--- src/logic/icache_pkg.sv ---
//********************
// shared types and constants for the instruction cache
// import with a wildcard in the module header
// cache geometry is set by module parameters on the top level
//********************
`default_nettype none

package icache_pkg;

    typedef logic [31:0] addr_t; // physical byte address
    typedef logic [31:0] word_t; // one instruction

    localparam int unsigned BYTES_PER_WORD = 4;
    localparam int unsigned BYTE_OFF_W     = $clog2(BYTES_PER_WORD); // byte-in-word bits

    // controller states
    // the miss path waits for the request to be taken, then for the line,
    // then spends one cycle re-reading the stores before the lookup ends
    typedef enum logic [2:0] {
        LOOKUP,
        MISS_REQ,    // refill_req high until refill_rdy
        MISS_WAIT,   // line arrives with refill_valid
        REFILL_DONE, // stores re-read at the buffered index
        UNC_REQ,     // unc_req high until unc_rdy
        UNC_WAIT,    // word arrives with unc_valid
        UNC_DONE     // uncached word returned to the fetch stage
    } icache_state_e;

endpackage

`default_nettype wire

--- src/logic/icache_ctrl.sv ---
//********************
// cache controller: request buffer, hit check, word select
// sequences line refills on a miss and single uncached reads
// a hit answers in the cycle after the request is taken
//********************
`timescale 1ns/10ps
`default_nettype none

module icache_ctrl
    import icache_pkg::*;
#(
    parameter int unsigned LINE_WORDS = 4,
    parameter int unsigned WAYS       = 4,
    parameter int unsigned SETS       = 64,
    localparam int unsigned OFFSET_W  = $clog2(LINE_WORDS * BYTES_PER_WORD),
    localparam int unsigned INDEX_W   = $clog2(SETS),
    localparam int unsigned TAG_W     = 32 - INDEX_W - OFFSET_W,
    localparam int unsigned WSEL_W    = OFFSET_W - BYTE_OFF_W,
    localparam int unsigned LINE_W    = LINE_WORDS * $bits(word_t)
) (
    input  wire                         clk,
    input  wire                         reset,
    // fetch side
    input  wire                         cpu_valid,
    input  wire  addr_t                 cpu_addr,
    input  wire                         cpu_cached,
    input  wire                         cpu_stall,
    input  wire                         cpu_flush,
    output logic                        cpu_busy,
    output logic                        cpu_resp_valid,
    output word_t                       cpu_rdata,
    // line refill
    output logic                        refill_req,
    output addr_t                       refill_addr,
    input  wire                         refill_rdy,
    input  wire                         refill_valid,
    // uncached read
    output logic                        unc_req,
    output addr_t                       unc_addr,
    input  wire                         unc_rdy,
    input  wire                         unc_valid,
    input  wire  word_t                 unc_data,
    // stores
    output logic [INDEX_W-1:0]          rd_index,
    output logic [WAYS-1:0]             tag_we,
    output logic [WAYS-1:0]             data_we,
    output logic [TAG_W-1:0]            fill_tag,
    input  wire  [WAYS-1:0]             tag_rvalid,
    input  wire  [WAYS-1:0][TAG_W-1:0]  tag_rtag,
    input  wire  [WAYS-1:0][LINE_W-1:0] data_rline,
    // replacement
    output logic [INDEX_W-1:0]          lru_index,
    output logic                        lru_update,
    output logic [WAYS-1:0]             hit_way,
    input  wire  [WAYS-1:0]             victim_way
);

    icache_state_e state, state_next;

    logic              buf_valid;
    logic              buf_cached;
    addr_t             buf_addr;
    word_t             unc_word;   // last uncached word
    logic [TAG_W-1:0]  buf_tag;
    logic [INDEX_W-1:0] buf_index;
    logic [WSEL_W-1:0] buf_word;
    logic [WAYS-1:0]   hit;
    logic [LINE_W-1:0] hit_line;
    logic              lookup_hit;
    logic              load_en;
    logic              fill_now;

    assign buf_tag   = buf_addr[31 -: TAG_W];
    assign buf_index = buf_addr[OFFSET_W +: INDEX_W];
    assign buf_word  = buf_addr[BYTE_OFF_W +: WSEL_W];

    // tag compare against every way, line of the hit way
    always_comb begin
        hit_line = '0;
        for (int w = 0; w < WAYS; w++) begin
            hit[w] = tag_rvalid[w] && (tag_rtag[w] == buf_tag);
            if (hit[w]) begin
                hit_line = hit_line | data_rline[w];
            end
        end
    end

    always_comb begin
        case (state)
            LOOKUP:   cpu_busy = buf_valid && (!buf_cached || !(|hit));
            UNC_DONE: cpu_busy = 1'b0;
            default:  cpu_busy = 1'b1;
        endcase
    end

    assign lookup_hit     = (state == LOOKUP) && buf_valid && buf_cached && (|hit);
    assign cpu_resp_valid = !cpu_flush && (lookup_hit || (state == UNC_DONE && buf_valid));
    assign cpu_rdata      = (state == UNC_DONE) ? unc_word
                                                : hit_line[buf_word * $bits(word_t) +: 32];

    // while busy or stalled the stores keep reading the buffered set,
    // so the registered tags and lines hold still
    assign load_en  = !cpu_busy && !cpu_stall;
    assign rd_index = load_en ? cpu_addr[OFFSET_W +: INDEX_W] : buf_index;

    // refill writes the victim way and counts as its access
    assign fill_now   = (state == MISS_WAIT) && refill_valid;
    assign tag_we     = fill_now ? victim_way : '0;
    assign data_we    = fill_now ? victim_way : '0;
    assign fill_tag   = buf_tag;
    assign lru_index  = buf_index;
    assign lru_update = fill_now || (lookup_hit && !cpu_stall && !cpu_flush);
    assign hit_way    = fill_now ? victim_way : hit;

    assign refill_req  = (state == MISS_REQ);
    assign refill_addr = {buf_addr[31:OFFSET_W], {OFFSET_W{1'b0}}}; // line aligned
    assign unc_req     = (state == UNC_REQ);
    assign unc_addr    = {buf_addr[31:BYTE_OFF_W], {BYTE_OFF_W{1'b0}}};

    // flush drops only the valid bit, a refill in flight still needs the tag
    always_ff @(posedge clk) begin
        if (reset || cpu_flush) begin
            buf_valid <= 1'b0;
        end else if (load_en) begin
            buf_valid <= cpu_valid;
        end
    end

    always_ff @(posedge clk) begin
        if (load_en) begin
            buf_cached <= cpu_cached;
            buf_addr   <= cpu_addr;
        end
    end

    always_ff @(posedge clk) begin
        if (state == UNC_WAIT && unc_valid) begin
            unc_word <= unc_data;
        end
    end

    always_ff @(posedge clk) begin
        if (reset) begin
            state <= LOOKUP;
        end else begin
            state <= state_next;
        end
    end

    always_comb begin
        state_next = state;
        case (state)
            LOOKUP: begin
                if (buf_valid && !cpu_flush) begin
                    if (!buf_cached) begin
                        state_next = UNC_REQ;
                    end else if (!(|hit)) begin
                        state_next = MISS_REQ;
                    end
                end
            end
            MISS_REQ:    state_next = refill_rdy ? MISS_WAIT : MISS_REQ;
            MISS_WAIT:   state_next = refill_valid ? REFILL_DONE : MISS_WAIT;
            REFILL_DONE: state_next = LOOKUP; // stores re-read, hit next cycle
            UNC_REQ:     state_next = unc_rdy ? UNC_WAIT : UNC_REQ;
            UNC_WAIT:    state_next = unc_valid ? UNC_DONE : UNC_WAIT;
            UNC_DONE:    state_next = cpu_stall ? UNC_DONE : LOOKUP;
            default:     state_next = LOOKUP;
        endcase
    end

endmodule

`default_nettype wire

--- config.mk ---
export PLATFORM = sky130hd
export DESIGN_NAME = icache_ctrl
export DESIGN_NICKNAME = d
export VERILOG_FILES = /design/src/logic/icache_pkg.sv /design/src/logic/icache_ctrl.sv
export SDC_FILE = /design/constraint.sdc
export NUM_CORES = 1
export LEC_CHECK = 0
export BUFFER_PORTS_ARGS = -buffer_cell sky130_fd_sc_hd__buf_2
export CAP_MARGIN = 20
export CORE_AREA = 2 2 323 325
export DETAILED_ROUTE_END_ITERATION = 7
export DIE_AREA = 0 0 325 327
export PLACE_DENSITY = 0.35
export SLEW_MARGIN = 20
export SYNTH_ARGS = -nofsm -noshare
export SYNTH_HDL_FRONTEND = slang
export SYNTH_SLANG_ARGS = --single-unit
--- constraint.sdc ---
create_clock -name clk -period 3.8 [get_ports clk]
set_input_delay 0.76 -clock clk [delete_from_list [all_inputs] [get_ports clk]]
set_output_delay 0.76 -clock clk [all_outputs]
set_load 0.01 [all_outputs]
After elaboration in Yosys (flattened, before gate mapping)

Cells that the tools add are included.
Widths: inputs -> output; s select.

Bits in registers: 69
Bits of input ports: 682
Output and inout port bits: 147
Word-level logic and storage cells: 66

Equality and inequality tests: 11
Shifts and indexed selects: 1
Muxes and demuxes: 18
Bitwise gates (word level): 3
Reduce and logical (&&, ||, !) cells: 28

Operators by type and width:

| cell               | number |
|---|---|
| $mux 128           | 4 |
| $or 128x128->128   | 3 |
| $shiftx 128x8->32  | 1 |
| $eq 22x22->1       | 4 |
| $mux 32            | 1 |
| $pmux 3 s6         | 1 |
| $logic_and 1x1->1  | 16 |
| $mux 3             | 4 |
| $eq 3x3->1 const B | 3 |
| $mux 4             | 2 |
| $mux 6             | 1 |
| $logic_not 1->1    | 5 |
| $logic_or 1x1->1   | 4 |
| $mux 2             | 2 |
| $reduce_or 4->1    | 1 |
| $eq 3x1->1 const B | 1 |
| $eq 3x2->1 const B | 1 |
| $logic_not 3->1    | 1 |
| $ne 3x3->1 const B | 1 |
| $mux 1             | 2 |
| $ne 2x1->1 const B | 1 |
| $pmux 1 s2         | 1 |
| $reduce_and 2->1   | 1 |

Logic depth before layout (Yosys ltp)

Depth in word-level cells: 11
Mapped depth: 11

Least setup slack after synthesis

Ideal clock, no wire load.

Path type: input to output
Start point: input tag_rtag[34] in the netlist's numbering
End point: output cpu_rdata[25]
Data arrival time: 2.547 ns
Setup slack: 0.493 ns
Cell stages on the path: 9
Path buffers: 2
Path through: xnor2_1 nand4_1 nor4_2 and2_1 buf_4 buf_4 a222oi_1 a31o_2 o211ai_1

Cells in the longest elaborated chain, start to end: 9

Ends and longest elaborated chain:

| what                  | line              | text |
|---|---|---|
| start: declaration    | icache_ctrl.sv:49 | `input wire [WAYS-1:0][TAG_W-1:0] tag_rtag,` |
| $eq 22x22->1 (*)      | icache_ctrl.sv:81 | `hit[w] = tag_rvalid[w] && (tag_rtag[w] == buf_tag);` |
| $logic_and 1x1->1 (*) | icache_ctrl.sv:81 |  |
| $mux 128 (*)          | icache_ctrl.sv:82 | `if (hit[w]) begin` |
| $or 128x128->128      | icache_ctrl.sv:83 | `hit_line = hit_line \| data_rline[w];` |
| $mux 128 (*)          | icache_ctrl.sv:82 |  |
| $or 128x128->128      | icache_ctrl.sv:83 |  |
| $mux 128 (*)          | icache_ctrl.sv:82 |  |
| $shiftx 128x8->32 (*) | icache_ctrl.sv:99 | `: hit_line[buf_word * $bits(word_t) +: 32];` |
| $mux 32 (*)           | icache_ctrl.sv:98 | `assign cpu_rdata = (state == UNC_DONE) ? unc_word` |
| end: declaration      | icache_ctrl.sv:31 | `output word_t cpu_rdata,` |

Every way passes the cells marked *; elsewhere a longest branch is shown, timed or not.

Worst setup path after layout

Start point: register buf_addr[21]
End point: output cpu_rdata[2]

Cells in the longest elaborated chain, start to end: 11
Elaborated cells between the ends (all ways): 17

Ends and longest elaborated chain:

| what                     | line               | text |
|---|---|---|
| start: declaration       | icache_ctrl.sv:62  | `addr_t buf_addr;` |
| start signal: assignment | icache_ctrl.sv:132 | `buf_addr <= cpu_addr;` |
| $eq 22x22->1             | icache_ctrl.sv:81  |  |
| $logic_and 1x1->1        | icache_ctrl.sv:81  |  |
| $mux 128                 | icache_ctrl.sv:82  |  |
| $or 128x128->128         | icache_ctrl.sv:83  |  |
| $mux 128                 | icache_ctrl.sv:82  |  |
| $or 128x128->128         | icache_ctrl.sv:83  |  |
| $mux 128                 | icache_ctrl.sv:82  |  |
| $or 128x128->128         | icache_ctrl.sv:83  |  |
| $mux 128 (*)             | icache_ctrl.sv:82  |  |
| $shiftx 128x8->32 (*)    | icache_ctrl.sv:99  |  |
| $mux 32 (*)              | icache_ctrl.sv:98  |  |

Marks and branches as above.

==> impl_metrics.py <==
metrics = {
    "placement": {
        "postPlaceCellArea_mm2": 0.0145,
        "hpwlAfterDp_um": 65700,
        "placedCellCount": 3189,
        "gp_congestion": 0.875,
        "io_buffers": 820,
    },
    "global_routing": {
        "grt_overflow_total": 0,
        "antenna_found_initial": 36,
        "grt_use_met1": 0.174,
        "grt_pass1_wl_um": 102000,
        "busiest_layer": "met2",
        "grt_max_degree": 71,
        "use_met2": 0.231,
        "grt_pass1_vias": 12400,
        "grt_use_total": 0.140,
        "grtUsageMet3": 0.0353,
    },
    "synthesis": {
        "synth_seq_cells": 67,
        "synth_area_leader_cell": "edfxtp_1",
        "yosysUniqueCellTypes": 40,
        "yosys_warnings": 0,
        "netlist_instances": 1017,
        "netlist_area_mm2": 0.00811,
        "syn-mean-instance-area_um2": 7.98,
        "synth_area_leaders": "edfxtp_1 (23%), xnor2_1 (9.5%), a222oi_1 (7.9%)",
        "netlist.area_leader.share": 0.233,
        "ys.flop_type": "edfxtp_1",
        "synth_edf_count": 63,
        "seq_area_frac_synth": 0.243,
        "postSynth.asyncResetShare": 0,
    },
    "clocking": {
        "clkTransAtPathRegs_ns": 0.08,
        "clkLatencyLatePin_ns": 0.39,
        "cts_buffer_depth": 2,
        "cts-htree-levels": 3,
        "cts_buffers": 9,
        "clkSinkCount": 67,
        "cts_root_buf": "clkbuf_16",
        "cts_tree": "built",
    },
    "sta": {
        "rsz0062_at_grt": "true",
        "setup_ws_ns": -0.340,
        "period_minus_slack_ns": 4.14,
        "slew-limit-headroom": 0.315,
        "setup_viol_count_final": 38,
        "tightest_slew_ns": 1.03,
        "period_share": 1.09,
        "tns_ns": -8.80,
        "skew_ns": 0.0212,
        "slew_viol_final": 0,
        "holdWs_ns": 0.547,
        "fmax_mhz": 242,
        "hold_violations": 0,
    },
    "detailed_routing": {
        "totalWireLength_um": 79900,
        "wl_per_cell_um": 24.2,
        "dr_total_vias": 12300,
        "via_per_inst": 3.73,
        "dr.pass1.iters": 8,
        "drc": 0,
        "drtIter0Drc": 958,
        "detail-route-antenna-nets": 0,
    },
    "die": {
        "ioPinCount": 829,
        "chipHeight_um": 327,
        "coreArea_mm2": 0.103,
        "dieArea_mm2": 0.106,
        "die_x_um": 325,
        "initial_core_util": 0.0788,
        "rows": 118,
    },
    "worst_setup_path": {
        "crit_path_max_incr_delay_ns": 0.51,
        "startpoint_type": "flop",
        "cp-startpoint": "buf_addr[21]$_DFFE_PP_",
        "crit_top_cell": "buf_12",
        "cp_cell_sequence": "buf_6 -> xnor2_2 -> nand4_1 -> buf_4 -> nor4_4 -> buf_4 -> and2_4 -> buf_12 -> buf_12 -> buf_12 -> buf_6 -> a222oi_1 -> and2_1 -> o211ai_1 -> buf_2",
        "crit_path_end_kind": "output port",
        "crit_slowest_cell": "a222oi_1",
        "path_delay_family": "buffers and inverters",
        "crit_buf_inv": 8,
        "arrival_ns": 3.38,
        "path_class": "flop to output port",
        "critPathRequiredTime_ns": 3.04,
        "worstReg2RegStart": "buf_addr[17]$_DFFE_PP_",
        "critPathMaxFanout": 6,
    },
    "layout": {
        "fillers": 11900,
        "final_common_cell": "buf_2",
        "nets": 2578,
        "fin_area_mm2": 0.0164,
        "area_growth_pct": 102,
        "fin_cells": 3295,
        "most-common-layout-cells": "buf_2 (807), buf_4 (136), nand3_1 (100), xnor2_1 (78), a222oi_1 (64)",
        "drive_gt1_frac": 0.601,
    },
    "run_status": {
        "status": "finished with violations",
        "failed_checks": "negative setup slack",
    },
    "pwr": {
        "power_density_mw_per_mm2": 195,
        "ir_drop_mv": 0.206,
        "p_total_uw": 3200,
        "leakagePower_uw": 0.00721,
    },
    "flow_run": {
        "cap_violations": 0,
    },
    "worst_hold_path": {
        "min_path_type": "primary input to flop",
        "min_from": "cpu_addr[13]",
    },
}
==> cell families (layout without fill, tap and decap cells) <==
| family | Yosys count | in the layout | share of synthesized area |
|---|---|---|---|
| AOI/OAI and AO/OA | 307 | 307 | 0.293 |
| and+or+nand+nor | 323 | 323 | 0.213 |
| other | 1 | 20 | 0.000462 |
| DFF | 67 | 67 | 0.243 |
| xor gates and xnor gates | 88 | 88 | 0.0950 |
| buffers and inverters | 222 | 1101 | 0.142 |
| muxes | 9 | 9 | 0.0125 |
==> what timing repair did <==
action | CTS | global route
endpoints found under the hold margin | 0 | 0
buffers inserted | 37 | 31
hold buffers | 0 | 0
gates cloned | 8 | 5
gates resized for setup | 92 | 90
endpoints found under the setup margin | 41 | 42
pin swaps | 50 | 59
==> cell usage after synthesis (all sizes together) (32+ instances only) <==
library cell and n:
edfxtp 63, xnor2 88, and2 40, nand4 52, nand3 103, a222oi 64, a21oi 37, o211ai 61
nand2 66, inv 36, a31o 32, a221o 32, a31oi 32, o21ai 36, and3 35, clkbuf 77
buf 109
==> flip-flops by register name, indices dropped and copies added, names as in the netlist <==
name and flops:
buf_addr 30, unc_word 32, buf_valid 1, state 3
buf_cached 1
==> per-layer routing <==
layer,up-vias,share of wire
met4,22,0.037
met3,107,0.072
met5,-,0.0016
li1,5652,-
met2,691,0.47
met1,5814,0.42
==> where the power goes <==
part	internal (µW)	switching, µW
registers	849	51.1
logic	690	692
clock network	506	413
==> worst paths after layout <==
kind / endpoint / slack, ns / cells past startpoint
max: cpu_rdata[2] / -0.34 / 15
min: buf_addr[13]$_DFFE_PP_ / 0.55 / 1
min reg2reg: buf_valid$_SDFFE_PP0P_ / 0.58 / 2
max reg2reg: buf_addr[19]$_DFFE_PP_ / 0.53 / 12
==> through the flow <==
| step | utilization | setup slack (ns) |
|---|---|---|
| floorplan | - | 0.493 |
| finish | 0.159 | -0.340 |
| CTS | 0.152 | -0.377 |
| global route | 0.159 | -0.427 |
| global placement | 0.141 | -0.437 |
| detailed placement | 0.141 | -0.410 |
==> worst register-to-register path, stage by stage (launching register included) <==
cell      delay, ns
edfxtp_1       0.49
xnor2_1        0.32
nand4_1        0.19
nor4_4         0.30
buf_4          0.19
and2_4         0.24
buf_12         0.18
buf_12         0.15
o41ai_4        0.07
a31o_4         0.33
buf_4          0.15
clkinv_1       0.08
buf_12         0.21
==> area by class of cell <==
| class | instances | area (µm²) | share of cell area |
|---|---|---|---|
| tap | 1380 | 1730 | 0.105 |
| clock inverter | 7 | 68.8 | 0.00420 |
| antenna | 14 | 35.0 | 0.00214 |
| clock buffer | 9 | 225 | 0.0137 |
| timing repair buffer | 1049 | 6850 | 0.418 |
| inverter | 36 | 135 | 0.00824 |
| sequential | 67 | 1970 | 0.120 |
| multi-input combinational | 733 | 5380 | 0.328 |
(Power assumes the default switching activity.)
